`src/hw/uart_defines.svh`:
```
`ifndef UART_DEFINES_SVH
`define UART_DEFINES_SVH

// Serial bit time in clock cycles
`define UART_CLKS_PER_BIT 16

// Receive FIFO entries
`define UART_RX_FIFO_DEPTH 4

// Register byte offsets on the APB side
`define UART_ADDR_DATA   4'h0
`define UART_ADDR_STATUS 4'h4

`endif

```
`src/hw/apb_pkg.sv`:
```
package apb_pkg;

  // Master to slave signals of one APB port
  typedef struct packed {
    logic        psel;
    logic        penable;
    logic        pwrite;
    logic [3:0]  paddr;   // Byte offset inside the UART window
    logic [31:0] pwdata;
  } apb_req_t;

  // Slave to master signals
  typedef struct packed {
    logic        pready;   // Low stretches the access phase
    logic [31:0] prdata;
    logic        pslverr;  // Unmapped offset
  } apb_rsp_t;

endpackage

```
`src/hw/uart_pkg.sv`:
```
package uart_pkg;

  typedef enum logic [1:0] {
    rx_idle,
    rx_start_bit,
    rx_data_bits,
    rx_stop_bit
  } uart_rx_state_t;

  typedef enum logic [1:0] {
    tx_idle,
    tx_start_bit,
    tx_data_bits,
    tx_stop_bit
  } uart_tx_state_t;

  // One received frame as reported by the receiver
  typedef struct packed {
    logic [7:0] data;
    logic       frame_err;  // Stop bit read low
  } uart_rx_result_t;

  // STATUS register, bit 0 is rx_not_empty
  typedef struct packed {
    logic [27:0] rsvd;
    logic        frame_err;     // Bit 3, sticky
    logic        rx_overrun;    // Bit 2, sticky
    logic        tx_busy;       // Bit 1
    logic        rx_not_empty;  // Bit 0
  } uart_status_t;

endpackage

```
`src/hw/sync_fifo.sv`:
```
module sync_fifo #(
  parameter type T     = logic [7:0],
  parameter int  DEPTH = 4
) (
  input  logic clk,
  input  logic rst_n,
  input  logic push,
  input  T     wr_data,
  input  logic pop,
  output T     rd_data,
  output logic not_empty,
  output logic overflow
);

  localparam int PTR_W = (DEPTH > 1) ? $clog2(DEPTH) : 1;
  localparam int CNT_W = $clog2(DEPTH + 1);
  localparam logic [PTR_W-1:0] LAST_PTR = PTR_W'(DEPTH - 1);

  T               mem [DEPTH];
  logic [PTR_W-1:0] wr_ptr;
  logic [PTR_W-1:0] rd_ptr;
  logic [CNT_W-1:0] count;
  logic             full;
  logic             do_push;
  logic             do_pop;

  assign full      = (count == CNT_W'(DEPTH));
  assign not_empty = (count != '0);
  assign do_pop    = pop && not_empty;
  assign do_push   = push && (!full || do_pop);  // A pop frees the slot in the same cycle
  assign rd_data   = mem[rd_ptr];                // Head is always visible

  always_ff @(posedge clk) begin
    if (do_push) mem[wr_ptr] <= wr_data;
  end

  always_ff @(posedge clk or negedge rst_n) begin
    if (!rst_n) begin
      wr_ptr   <= '0;
      rd_ptr   <= '0;
      count    <= '0;
      overflow <= 1'b0;
    end else begin
      overflow <= push && !do_push;
      if (do_push) wr_ptr <= (wr_ptr == LAST_PTR) ? '0 : wr_ptr + 1'b1;
      if (do_pop) rd_ptr <= (rd_ptr == LAST_PTR) ? '0 : rd_ptr + 1'b1;
      if (do_push && !do_pop) begin
        count <= count + 1'b1;
      end else if (do_pop && !do_push) begin
        count <= count - 1'b1;
      end
    end
  end

endmodule

```
`src/hw/uart_apb_regs.sv`:
```
`include "uart_defines.svh"

module uart_apb_regs (
  input  logic              clk,
  input  logic              rst_n,
  input  apb_pkg::apb_req_t apb_req,
  output apb_pkg::apb_rsp_t apb_rsp,
  input  logic [7:0]        rx_data,
  input  logic              rx_not_empty,
  output logic              rx_pop,
  input  logic              rx_overflow,
  input  logic              frame_err_pulse,
  input  logic              tx_busy,
  output logic              tx_start,
  output logic [7:0]        tx_byte
);
  import uart_pkg::*;

  logic         access;     // Access phase of a transfer
  logic         is_data;
  logic         is_status;
  logic         data_wr;
  logic         tx_stall;
  logic         status_wr;
  logic         overrun_q;
  logic         frame_err_q;
  uart_status_t status;
  uart_status_t wr_status;  // Write data seen as clear mask

  assign access    = apb_req.psel && apb_req.penable;
  assign is_data   = (apb_req.paddr == `UART_ADDR_DATA);
  assign is_status = (apb_req.paddr == `UART_ADDR_STATUS);
  assign data_wr   = access && apb_req.pwrite && is_data;
  assign status_wr = access && apb_req.pwrite && is_status;
  assign tx_stall  = data_wr && tx_busy;  // Back-pressure until the frame ends
  assign wr_status = uart_status_t'(apb_req.pwdata);

  assign tx_start = data_wr && !tx_busy;
  assign tx_byte  = apb_req.pwdata[7:0];
  assign rx_pop   = access && !apb_req.pwrite && is_data && rx_not_empty;

  always_comb begin
    status              = '0;
    status.rx_not_empty = rx_not_empty;
    status.tx_busy      = tx_busy;
    status.rx_overrun   = overrun_q;
    status.frame_err    = frame_err_q;
  end

  // Sticky flags, a new event wins over a clear in the same cycle
  always_ff @(posedge clk or negedge rst_n) begin
    if (!rst_n) begin
      overrun_q   <= 1'b0;
      frame_err_q <= 1'b0;
    end else begin
      if (rx_overflow) begin
        overrun_q <= 1'b1;
      end else if (status_wr && wr_status.rx_overrun) begin
        overrun_q <= 1'b0;
      end

      if (frame_err_pulse) begin
        frame_err_q <= 1'b1;
      end else if (status_wr && wr_status.frame_err) begin
        frame_err_q <= 1'b0;
      end
    end
  end

  // Response is combinational, reads finish in the first access cycle
  always_comb begin
    apb_rsp         = '0;
    apb_rsp.pready  = !tx_stall;
    if (access) begin
      apb_rsp.pslverr = !(is_data || is_status);
      if (!apb_req.pwrite && is_data) begin
        apb_rsp.prdata = rx_not_empty ? {24'h0, rx_data} : 32'h0;  // Empty reads as zero
      end else if (!apb_req.pwrite && is_status) begin
        apb_rsp.prdata = status;
      end
    end
  end

endmodule

```
`src/hw/uart_rx.sv`:
```
`include "uart_defines.svh"

module uart_rx #(
  parameter int CLKS_PER_BIT = `UART_CLKS_PER_BIT
) (
  input  logic                      clk,
  input  logic                      rst_n,
  input  logic                      rx_serial,
  output uart_pkg::uart_rx_result_t rx_result,
  output logic                      rx_valid
);
  import uart_pkg::*;

  localparam int CNT_W = $clog2(CLKS_PER_BIT);
  localparam logic [CNT_W-1:0] HALF_CNT = CNT_W'((CLKS_PER_BIT - 1) / 2);
  localparam logic [CNT_W-1:0] LAST_CNT = CNT_W'(CLKS_PER_BIT - 1);

  logic             rx_meta;     // First synchronizer stage
  logic             rx_sync;     // Line as seen by the FSM
  logic [CNT_W-1:0] clk_cnt;
  logic [2:0]       bit_idx;
  logic [7:0]       shift_data;
  logic             bit_end;     // Middle of a data or stop bit
  uart_rx_state_t   state;

  assign bit_end = (clk_cnt == LAST_CNT);

  // Idle line is high, so the synchronizer resets to one
  always_ff @(posedge clk or negedge rst_n) begin
    if (!rst_n) begin
      rx_meta <= 1'b1;
      rx_sync <= 1'b1;
    end else begin
      rx_meta <= rx_serial;
      rx_sync <= rx_meta;
    end
  end

  always_ff @(posedge clk or negedge rst_n) begin
    if (!rst_n) begin
      state    <= rx_idle;
      clk_cnt  <= '0;
      bit_idx  <= '0;
      rx_valid <= 1'b0;
    end else begin
      rx_valid <= 1'b0;
      case (state)
        rx_idle: begin
          clk_cnt <= '0;
          bit_idx <= '0;
          if (!rx_sync) state <= rx_start_bit;  // Falling edge of start bit
        end

        rx_start_bit: begin
          if (clk_cnt == HALF_CNT) begin
            clk_cnt <= '0;
            // A line back high at mid-bit was only a glitch
            state   <= rx_sync ? rx_idle : rx_data_bits;
          end else begin
            clk_cnt <= clk_cnt + 1'b1;
          end
        end

        rx_data_bits: begin
          if (bit_end) begin
            clk_cnt <= '0;
            bit_idx <= bit_idx + 1'b1;
            if (bit_idx == 3'd7) state <= rx_stop_bit;
          end else begin
            clk_cnt <= clk_cnt + 1'b1;
          end
        end

        rx_stop_bit: begin
          if (bit_end) begin
            clk_cnt  <= '0;
            rx_valid <= 1'b1;  // Reported good or bad, top decides
            state    <= rx_idle;
          end else begin
            clk_cnt <= clk_cnt + 1'b1;
          end
        end

        default: state <= rx_idle;
      endcase
    end
  end

  // Payload path, LSB arrives first and is shifted down
  always_ff @(posedge clk) begin
    if (state == rx_data_bits && bit_end) begin
      shift_data <= {rx_sync, shift_data[7:1]};
    end
    if (state == rx_stop_bit && bit_end) begin
      rx_result.data      <= shift_data;
      rx_result.frame_err <= !rx_sync;
    end
  end

endmodule

```
`src/hw/uart_top.sv`:
```
`include "uart_defines.svh"

module uart_top (
  input  logic              clk,
  input  logic              rst_n,
  input  apb_pkg::apb_req_t apb_req,
  output apb_pkg::apb_rsp_t apb_rsp,
  input  logic              rx_serial,
  output logic              tx_serial
);
  import uart_pkg::*;

  uart_rx_result_t rx_result;
  uart_rx_result_t fifo_head;
  logic            rx_valid;
  logic            rx_push;
  logic            frame_err_pulse;
  logic            rx_not_empty;
  logic            rx_pop;
  logic            rx_overflow;
  logic            tx_busy;
  logic            tx_start;
  logic [7:0]      tx_byte;

  // Bad frames are flagged but never queued
  assign rx_push         = rx_valid && !rx_result.frame_err;
  assign frame_err_pulse = rx_valid && rx_result.frame_err;

  uart_apb_regs i_regs (
    .clk             (clk),
    .rst_n           (rst_n),
    .apb_req         (apb_req),
    .apb_rsp         (apb_rsp),
    .rx_data         (fifo_head.data),
    .rx_not_empty    (rx_not_empty),
    .rx_pop          (rx_pop),
    .rx_overflow     (rx_overflow),
    .frame_err_pulse (frame_err_pulse),
    .tx_busy         (tx_busy),
    .tx_start        (tx_start),
    .tx_byte         (tx_byte)
  );

  uart_rx #(.CLKS_PER_BIT(`UART_CLKS_PER_BIT)) i_rx (
    .clk       (clk),
    .rst_n     (rst_n),
    .rx_serial (rx_serial),
    .rx_result (rx_result),
    .rx_valid  (rx_valid)
  );

  sync_fifo #(.T(uart_rx_result_t), .DEPTH(`UART_RX_FIFO_DEPTH)) i_rx_fifo (
    .clk       (clk),
    .rst_n     (rst_n),
    .push      (rx_push),
    .wr_data   (rx_result),
    .pop       (rx_pop),
    .rd_data   (fifo_head),
    .not_empty (rx_not_empty),
    .overflow  (rx_overflow)
  );

  uart_tx #(.CLKS_PER_BIT(`UART_CLKS_PER_BIT)) i_tx (
    .clk       (clk),
    .rst_n     (rst_n),
    .tx_start  (tx_start),
    .tx_byte   (tx_byte),
    .tx_busy   (tx_busy),
    .tx_serial (tx_serial)
  );

endmodule

```
`src/hw/uart_tx.sv`:
```
`include "uart_defines.svh"

module uart_tx #(
  parameter int CLKS_PER_BIT = `UART_CLKS_PER_BIT
) (
  input  logic       clk,
  input  logic       rst_n,
  input  logic       tx_start,
  input  logic [7:0] tx_byte,
  output logic       tx_busy,
  output logic       tx_serial
);
  import uart_pkg::*;

  localparam int CNT_W = $clog2(CLKS_PER_BIT);
  localparam logic [CNT_W-1:0] LAST_CNT = CNT_W'(CLKS_PER_BIT - 1);

  logic [CNT_W-1:0] clk_cnt;
  logic [2:0]       bit_idx;
  logic [7:0]       shift_data;  // Next data bit sits in bit 0
  logic             bit_end;
  uart_tx_state_t   state;

  assign bit_end = (clk_cnt == LAST_CNT);

  always_ff @(posedge clk or negedge rst_n) begin
    if (!rst_n) begin
      state      <= tx_idle;
      clk_cnt    <= '0;
      bit_idx    <= '0;
      shift_data <= '1;
      tx_busy    <= 1'b0;
      tx_serial  <= 1'b1;
    end else begin
      case (state)
        tx_idle: begin
          clk_cnt <= '0;
          bit_idx <= '0;
          if (tx_start) begin
            shift_data <= tx_byte;
            tx_serial  <= 1'b0;  // Start bit
            tx_busy    <= 1'b1;
            state      <= tx_start_bit;
          end
        end

        tx_start_bit, tx_data_bits: begin
          if (bit_end) begin
            clk_cnt <= '0;
            if (state == tx_data_bits && bit_idx == 3'd7) begin
              tx_serial <= 1'b1;  // Stop bit
              state     <= tx_stop_bit;
            end else begin
              tx_serial  <= shift_data[0];
              shift_data <= {1'b1, shift_data[7:1]};
              if (state == tx_data_bits) bit_idx <= bit_idx + 1'b1;
              state <= tx_data_bits;
            end
          end else begin
            clk_cnt <= clk_cnt + 1'b1;
          end
        end

        tx_stop_bit: begin
          if (bit_end) begin
            clk_cnt <= '0;
            tx_busy <= 1'b0;
            state   <= tx_idle;
          end else begin
            clk_cnt <= clk_cnt + 1'b1;
          end
        end

        default: state <= tx_idle;
      endcase
    end
  end

endmodule
```
`config.mk`:
```
export PLATFORM = sky130hd
export DESIGN_NAME = uart_top
export DESIGN_NICKNAME = d
export VERILOG_FILES = /design/src/hw/apb_pkg.sv /design/src/hw/uart_pkg.sv /design/src/hw/sync_fifo.sv /design/src/hw/uart_apb_regs.sv /design/src/hw/uart_rx.sv /design/src/hw/uart_top.sv /design/src/hw/uart_tx.sv
export VERILOG_INCLUDE_DIRS = /design/src /design/src/hw
export SDC_FILE = /design/constraint.sdc
export NUM_CORES = 1
export LEC_CHECK = 0
export BUFFER_PORTS_ARGS = -buffer_cell sky130_fd_sc_hd__buf_2
export CAP_MARGIN = 5
export CORE_UTILIZATION = 55
export CTS_BUF_LIST = sky130_fd_sc_hd__clkbuf_16
export DETAILED_ROUTE_END_ITERATION = 6
export GPL_TIMING_DRIVEN = 0
export PLACE_DENSITY = 0.79
export SLEW_MARGIN = 20
export SYNTH_ARGS = -nofsm -noshare
export SYNTH_HDL_FRONTEND = slang
export SYNTH_SLANG_ARGS = --single-unit
export TNS_END_PERCENT = 100
```
`constraint.sdc`:
```
create_clock -name clk -period 2.6 [get_ports clk]
set_input_delay 0.52 -clock clk [delete_from_list [all_inputs] [get_ports clk]]
set_output_delay 0.52 -clock clk [all_outputs]
set_load 0.05 [all_outputs]
```
### After elaboration in Yosys (flattened, before gate mapping)

Memories as Yosys holds them, arrays and structs flattened.
Cells that the tools add are included.

* add/subtract/negate cells: 8
* equal/unequal tests: 25
* muxes and demuxes: 50
* reduce and logical (&&, ||, !) cells: 54

Operator list (number)
* 2-to-1 mux 33 bit: 1
* 2-to-1 mux 32 bit: 1
* 2-to-1 mux 8 bit: 4
* logical AND 1 bit: 23
* 2-to-1 mux 2 bit: 11
* 2-to-1 mux 3 bit: 6
* 2-to-1 mux 4 bit: 4
* case mux 8 bit (2 select lines): 1
* 2-to-1 mux 1 bit: 14
* inequality test 2 x 1 -> 1 bit, second input constant: 7
* equality test 2 bit, second input constant: 6
* case mux 3 bit (2 select lines): 2
* case mux 4 bit (3 select lines): 1
* nonzero test 2 bit: 6
* adder 3 x 1 -> 3 bit, second input constant: 3
* equality test 3 bit, second input constant: 3
* logical NOT 1 bit: 9
* AND reduction 3 bit: 3
* adder 4 x 1 -> 4 bit, second input constant: 2
* equality test 4 x 3 -> 1 bit, second input constant: 2
* equality test 4 bit, second input constant: 2
* case mux 2 bit (4 select lines): 1
* case mux 4 bit (2 select lines): 1
* AND reduction 4 bit: 2
* 14 further kinds: 22

* register bits: 58
* bits in writable memories: 36
* word-level logic and storage cells: 159
* memories kept: 1

Memories
* i_rx_fifo.mem: words 4, bits a word 9, rd ports 1, clocked after Yosys merged registers in 0, wr ports 1, RTL line sync_fifo.sv:19 `T mem [DEPTH];`

### Logic depth before layout (Yosys ltp)

Gate-level depths: netlist (run 1).

* word-level depth: 11
* mapped depth: 12

### Modules after synthesis

Synthesis (run 1) repeated with hierarchy kept, for this count alone.

* cells, all modules: 325
* area total of the unflattened synthesis: 4518.1 µm²

By module, submodules not included
* sync_fifo: instances 1, cells each 86, area each 1789.2 µm²
* uart_rx: instances 1, cells each 74, area each 1102.3 µm²
* uart_tx: instances 1, cells each 89, area each 1057.3 µm²
* uart_apb_regs: instances 1, cells each 74, area each 553.0 µm²
* uart_top: instances 1, cells each 2, area each 16.3 µm²

### Least setup slack after synthesis (run 1)

Ideal clock, no wire load.

* path type: input port to flip-flop
* start: input apb_req[33] (netlist name)
* end: register i_rx_fifo.count[2]
* data arrival time: 2.774 ns
* data required time: 2.521 ns
* setup slack: -0.254 ns
* cell stages on the path: 10
* buffers on the path: 1
* cell sequence: or3_4 buf_6 or4_4 a31oi_4 ha_1 inv_1 fa_1 xor2_1 nor2_1 xor2_1

* word-level cells in the longest chain between the ends: 9
* elaborated cells on any way between the ends: 12
* classes of those cells: mux (1); reduce/logical (11)

RTL lines
* start, declared: RTL line uart_top.sv:6 `input apb_pkg::apb_req_t apb_req,`
* logical NOT 4 bit (no line) (*)
* logical AND 1 bit (*) (2 in a row): RTL line uart_apb_regs.sv:40 `assign rx_pop = access && !apb_req.pwrite && is_data && rx_not_empty;`
* logical AND 1 bit (*): RTL line sync_fifo.sv:29 `assign do_pop = pop && not_empty;`
* logical OR 1 bit (*): RTL line sync_fifo.sv:30 `assign do_push = push && (!full || do_pop);`
* logical AND 1 bit (*): RTL line sync_fifo.sv:30
* net i_rx_fifo.do_push: RTL line sync_fifo.sv:24 `logic do_push;`
* logical NOT 1 bit: RTL line sync_fifo.sv:49 `end else if (do_pop && !do_push) begin`
* logical AND 1 bit: RTL line sync_fifo.sv:49
* nonzero test 2 bit (no line)
* end signal, assigned: RTL line sync_fifo.sv:48 `count <= count + 1'b1;`
* end signal, assigned: RTL line sync_fifo.sv:50 `count <= count - 1'b1;`
* end, declared: RTL line sync_fifo.sv:22 `logic [CNT_W-1:0] count;`

Mark *: on every way through the listed nets, which the timed path passes. The rest lies on a longest branch.
A chain may end at the register's enable or synchronous reset.

### Worst setup path in the final report (run 1)

Same ends and word-level chain as after synthesis.

==> impl_metrics.env, run 1 <==
export IMPL_min_delay_start="rx_serial"
export IMPL_ios=77
export IMPL_layout_commonest_cell="edfxtp_1"
export IMPL_syn_cell_area_mm2=0.004145
export IMPL_required_ps=2860
export IMPL_slowest_delay_ps=500
export IMPL_clock_latency_ps=340
export IMPL_ys_flop_type="edfxtp_1"
export IMPL_synth_cell_types=48
export IMPL_post_synth_cell_area_avg_um2=14.24
export IMPL_antenna_found_initial=0
export IMPL_cts_made_buffers=9
export IMPL_initial_core_util=0.5715
export IMPL_grt_use_met3=0.03078
export IMPL_hold_depth=1
export IMPL_vias_per_cell=5.176
export IMPL_drt_initial_drc_count=114
export IMPL_drive_gt1_frac=0.3657
export IMPL_clkSlewWorstSetupHoldPaths_ps=60
export IMPL_synth_area_top_cells="edfxtp_1 (35%), dfrtp_1 (18%), dfstp_2 (7.0%), mux2_2 (5.2%), ha_1 (5.1%)"
export IMPL_ys_seq_area_frac=0.6058
export IMPL_drt_pass1_iter_count=4
export IMPL_cts_root_buffer="clkbuf_16"
export IMPL_run_status="finished clean"
export IMPL_ant_nets=0
export IMPL_grt_max_degree=42
export IMPL_place_inst=440
export IMPL_fin_tns_setup_ps=0
export IMPL_rrSetupSlack_ps=220
export IMPL_place_congestion=0.8102
export IMPL_end_kind="flip-flop"
export IMPL_leakagePower_uw=0.002015
export IMPL_hpwl_um=4712
export IMPL_synth_seq_cells=90
export IMPL_fmax_mhz=394.4
export IMPL_dieArea_mm2=0.007888
export IMPL_path_class="in -> reg"
export IMPL_grtUsageTotal=0.1905
export IMPL_syn_inst=291
export IMPL_setup_viol=0
export IMPL_worstSetupStartpointType="primary input"
export IMPL_regArea_mm2=0.002511
export IMPL_multi_input_area_mm2=0.001499
export IMPL_routedWlPerCell_um=15.25
export IMPL_reg2reg_from="i_tx.state[0]"
export IMPL_hold_violations=0
export IMPL_worstMarginPinSlew_ps=928.7
export IMPL_drv_cap=0
export IMPL_skew_ps=8.406
export IMPL_yosysTopAreaCell="edfxtp_1"
export IMPL_rows=31
export IMPL_cts_max_path_buffers=2
export IMPL_critPathMaxFanout=8
export IMPL_grtUsageMet2=0.3028
export IMPL_synth_top_area_share=0.3550
export IMPL_grt_busiest_layer="met2"
export IMPL_timing_rr_end="i_tx.bit_idx[0]"
export IMPL_crit_top_cell="xor2_1"
export IMPL_final_cells=460
export IMPL_ir_worst_vdd_mv=0.4316
export IMPL_place_area_mm2=0.004504
export IMPL_areaGrowthSynthToFinish_pct=18.77
export IMPL_grt_setup_unrepaired="false"
export IMPL_yosys_warnings=0
export IMPL_met1_usage=0.2654
export IMPL_rr_worst_depth=7
export IMPL_finalNetCount=416
export IMPL_cts_htree_levels=3
export IMPL_cts_tree="built"
export IMPL_die_height_um=88.82
export IMPL_async_reset_ff_frac=0.4556
export IMPL_hp_class="in -> reg"
export IMPL_drt_total_wl_um=7013
export IMPL_vias=2381
export IMPL_grt_pass1_wl_um=10920
export IMPL_hold_end="i_rx.rx_meta"
export IMPL_n_antenna_cell=0
export IMPL_fin_util=0.6788
export IMPL_core_area_mm2=0.007253
export IMPL_post_route_drc_count=0
export IMPL_clkSinkCount=90
export IMPL_arrival_ps=2790
export IMPL_synth_edf_count=49
export IMPL_die_w_um=88.82
export IMPL_fill_cells=514
export IMPL_layout_common_cells="edfxtp_1 (49), dfrtp_1 (30), buf_4 (27)"
export IMPL_grt_pass1_vias=2238
export IMPL_slowest_stage="or4_4"
export IMPL_slew_headroom=0.3809
export IMPL_portBuffers=27
export IMPL_fin_crit_ps=2535
export IMPL_period_share=0.9751
export IMPL_crit_chain="buf_2 > or3_4 > buf_6 > or4_4 > a31oi_4 > ha_4 > inv_2 > fa_2 > xor2_1 > nor2_1 > xor2_1"
export IMPL_final_area_mm2=0.004923
export IMPL_power_total_uw=4467
export IMPL_maxSlewViolCount=0
export IMPL_grt_overflow_total=0
export IMPL_p_per_area_mw_per_mm2=907.3
-- timing repair --
action	CTS	global route
cloned	0	1
pin swaps	2	2
endpoints found under the setup margin	10	9
resized for setup	20	8
buffers inserted	2	1
hold buffers	0	0
-- per-stage QoR --
step	setup slack, ps	hold slack (ps)
after floorplan	-180.0	224.4
final	64.72	286.1
after CTS	-11.30	280.3
after global placement	-411.5	346.3
after detailed placement	-472.1	355.1
after global routing	31.09	277.7
-- report_power, final --
group / internal, µW / switching [µW]
logic: 574 / 620
clock network: 745 / 519
registers: 1790 / 217
total: 3110 / 1350
-- flip-flops by register name, indices dropped and copies added (netlist names), 2 cells and up, named ones only --
name / cells
i_rx_fifo.rd_ptr: 2
i_rx_fifo.mem: 32
i_rx.clk_cnt: 4
i_tx.clk_cnt: 4
i_rx.bit_idx: 3
i_rx.rx_result: 9
i_rx_fifo.count: 3
i_tx.bit_idx: 3
i_tx.shift_data: 8
i_rx.shift_data: 8
i_rx_fifo.wr_ptr: 2
i_tx.state: 2
-- cell usage after synthesis (all sizes together) (8+ instances only) --
cell,number
dfstp,11
nand2,11
and2,9
edfxtp,49
buf,27
ha,17
mux2,21
a21oi,9
nor2,15
inv,11
mux4,8
dfrtp,30
a22o,8
-- routing by layer --
metal / wire, µm / share of wire
met4: 61 / 0.0087
met2: 3451 / 0.49
met3: 254 / 0.036
met5: 0 / 0
met1: 3246 / 0.46
-- critical path: cells and delay by family --
family	cells	cell delay (ps)
AND/OR/NAND/NOR	3	1010
XOR/XNOR	2	290
AO/OA/AOI/OAI	1	190
adder cells (fa/ha/maj)	2	490
buffers and inverters	3	290
-- cell families (layout without fill, tap and decap cells) --
| kind of cell | Yosys count | after routing | synth area share |
|---|---|---|---|
| flops | 90 | 90 | 0.6058 |
| simple gates | 61 | 61 | 0.08059 |
| buf+inv | 45 | 92 | 0.06459 |
| compound gates | 39 | 39 | 0.07214 |
| mux | 31 | 31 | 0.1072 |
| fa+ha+maj | 18 | 18 | 0.05614 |
| xor+xnor | 6 | 6 | 0.01268 |
| other cells | 1 | 24 | 0.0009047 |
-- worst max-delay path by stage --
stage / from / endpoint / slack (ps) / cells past startpoint
after floorplan: apb_req[33] / i_rx_fifo.count[2] / -180 / 10
after global placement: apb_req[33] / i_rx_fifo.count[1] / -410 / 11
after detailed placement: apb_req[33] / i_rx_fifo.count[1] / -470 / 11
after CTS: apb_req[33] / apb_rsp[7] / -10 / 8
after global routing: apb_req[33] / apb_rsp[7] / 30 / 8
final: apb_req[33] / i_rx_fifo.count[2] / 60 / 11
-- cell type report --
cell class / instances / share of cell area
buffer: 34 / 0.04803
tap: 99 / 0.02516
sequential: 90 / 0.5100
timing repair buffer: 31 / 0.04396
multi-input combinational: 179 / 0.3044
clock buffer: 9 / 0.04574
clock inverter: 7 / 0.01423
inverter: 11 / 0.008386
(Power assumes the default switching activity.)
==> inputs of run 2 (changes only) <==
--- a/config.mk
+++ b/config.mk
@@ -13,6 +13,7 @@
 export DETAILED_ROUTE_END_ITERATION = 6
 export GPL_TIMING_DRIVEN = 0
 export PLACE_DENSITY = 0.79
+export RECOVER_POWER = 50
 export SLEW_MARGIN = 20
 export SYNTH_ARGS = -nofsm -noshare
 export SYNTH_HDL_FRONTEND = slang
==> impl_metrics.env, run 2 (synthesis gave the netlist of run 1 again) <==
export IMPL_largest_reg_flops=32
export IMPL_largestRegisters="i_rx_fifo.mem (32), i_rx.rx_result (9)"
export IMPL_antenna_found_initial=0
export IMPL_post_route_drc_count=0
export IMPL_cts_made_buffers=9
export IMPL_power_switching_uw=1355
export IMPL_initial_core_util=0.5715
export IMPL_setup_viol=0
export IMPL_vias=2383
export IMPL_rows=31
export IMPL_final_area_mm2=0.004922
export IMPL_p_int_uw=3112
export IMPL_cts_max_path_buffers=2
export IMPL_path_delay_family="simple AND/OR/NAND/NOR gates"
export IMPL_path_class="in -> reg"
export IMPL_hold_violations=0
export IMPL_run_status="finished with violations"
export IMPL_slowest_stage="or4_4"
export IMPL_place_area_mm2=0.004504
export IMPL_worstMarginPinSlew_ps=2224
export IMPL_cts_tree="built"
export IMPL_slew_headroom=-0.4827
export IMPL_dieArea_mm2=0.007888
export IMPL_finalNetCount=416
export IMPL_slowest_delay_ps=500
export IMPL_drt_initial_drc_count=114
export IMPL_layout_commonest_cell="edfxtp_1"
export IMPL_leakagePower_uw=0.002012
export IMPL_violations="max-capacitance violations, max-slew violations"
export IMPL_grt_pass1_wl_um=10920
export IMPL_grt_overflow_total=0
export IMPL_power_share_clock=0.283
export IMPL_core_area_mm2=0.007253
export IMPL_die_w_um=88.82
export IMPL_areaGrowthSynthToFinish_pct=18.74
export IMPL_end_kind="flip-flop"
export IMPL_drt_total_wl_um=7009
export IMPL_cts_htree_levels=3
export IMPL_portBuffers=27
export IMPL_fin_util=0.6786
export IMPL_sw_frac_of_total=0.3033
export IMPL_die_height_um=88.82
export IMPL_drive_gt1_frac=0.3601
export IMPL_cts_root_buffer="clkbuf_16"
export IMPL_layout_common_cells="edfxtp_1 (49), dfrtp_1 (30), buf_4 (27)"
export IMPL_p_seq_frac=0.450
export IMPL_maxSlewViolCount=42
export IMPL_clock_latency_ps=340
export IMPL_ios=77
export IMPL_grtUsageTotal=0.1905
export IMPL_routedWlPerCell_um=15.24
export IMPL_period_share=0.9751
export IMPL_grt_pass1_vias=2238
export IMPL_ir_worst_vdd_mv=0.4317
export IMPL_drv_cap=1
export IMPL_worst_path_buf_inv=3
export IMPL_vias_per_cell=5.180
export IMPL_p_per_area_mw_per_mm2=907.4
export IMPL_combPwrFrac=0.267
export IMPL_skew_ps=8.406
export IMPL_ant_nets=0
export IMPL_clkSinkCount=90
export IMPL_crit_top_cell="xor2_1"
export IMPL_n_antenna_cell=0
export IMPL_drt_pass1_iter_count=4
export IMPL_hp_class="in -> reg"
export IMPL_crit_chain="buf_2 > or3_4 > buf_6 > or4_4 > a31oi_4 > ha_4 > inv_2 > fa_2 > xor2_1 > nor2_1 > xor2_1"
export IMPL_fmax_mhz=394.4
export IMPL_grt_setup_unrepaired="false"
export IMPL_arrival_ps=2790
export IMPL_required_ps=2860
export IMPL_grt_max_degree=42
export IMPL_clkSlewWorstSetupHoldPaths_ps=60
export IMPL_fin_crit_ps=2535
export IMPL_place_congestion=0.8102
export IMPL_critPathMaxFanout=8
export IMPL_regMostFlops="i_rx_fifo.mem"
export IMPL_worstSetupStartpointType="primary input"
export IMPL_hpwl_um=4712
export IMPL_fill_cells=513
run 2: metrics by stage:
| step | hold slack, ps | std cells | setup TNS, ps | total power [µW] | setup slack [ps] |
|---|---|---|---|---|---|
| floorplan | 224.4 | 314 | -334.1 | 2947 | -180.0 |
| global placement | 346.3 | 440 | -3000 | 3125 | -411.5 |
| detailed placement | 355.1 | 440 | -3877 | 3201 | -472.1 |
| CTS | 280.3 | 458 | -35.30 | 4486 | -11.30 |
| global route | 277.7 | 460 | 0 | 4731 | 31.09 |
| finish | 286.1 | 460 | 0 | 4466 | 64.72 |
run 2: power by group through the flow:
stage,sequential [µW],clock [µW],combinational [µW]
after global routing,2040,1350,1340
after CTS,2000,1290,1190
after global placement,2010,0,1120
after floorplan,1990,0,952
final,2010,1260,1190
after detailed placement,2030,0,1170
run 2: worst paths after layout:
check / start / to / slack (ps) / depth (start not counted)
worst max register to register: i_tx.state[0] / i_tx.bit_idx[0] / 220 / 7
worst max-delay path: apb_req[33] / i_rx_fifo.count[2] / 60 / 11
worst min-delay path: rx_serial / i_rx.rx_meta / 290 / 1
min in group asynchronous: rst_n / i_rx_fifo.rd_ptr[1] / 840 / 1
max in group asynchronous: rst_n / i_rx.bit_idx[1] / 490 / 1
worst min register to register: i_rx.rx_meta / i_rx.rx_sync / 360 / 0
run 2: cell type report:
cell class | count | area, µm² | share of cell area
Buffer | 34 | 236.5 | 0.04804
Multi-Input combinational cell | 179 | 1499 | 0.3045
Clock inverter | 7 | 70.07 | 0.01423
Timing Repair Buffer | 31 | 215.2 | 0.04372
Sequential cell | 90 | 2511 | 0.5102
Clock buffer | 9 | 225.2 | 0.04575
Tap cell | 99 | 123.9 | 0.02517
Inverter | 11 | 41.29 | 0.008388
run 2: routing by layer:
metal	share of wire	global-route usage	wire length, µm	up-vias
li1	-	-	-	1150
met1	0.46	0.2654	3249	1177
met2	0.49	0.3028	3444	49
met3	0.036	0.03078	253	7
met4	0.0087	0.07478	61	0
met5	0	0	0	-
run 2: what timing repair did:
action,CTS,global route
gates cloned,0,1
endpoints found under the hold margin,0,0
gates resized for setup,20,8
pin swaps,2,2
setup endpoints to repair,10,9
hold buffers,0,0
setup buffers,2,1
run 2: worst reg2reg max path: cells and delay by family, from the launching register on:
kind / cells / cell delay (ps)
buffers and inverters: 2 / 320
and+or+nand+nor: 1 / 240
adders and majority gates: 1 / 300
AOI/OAI and AO/OA: 2 / 600
DFF: 1 / 410
muxes: 1 / 400
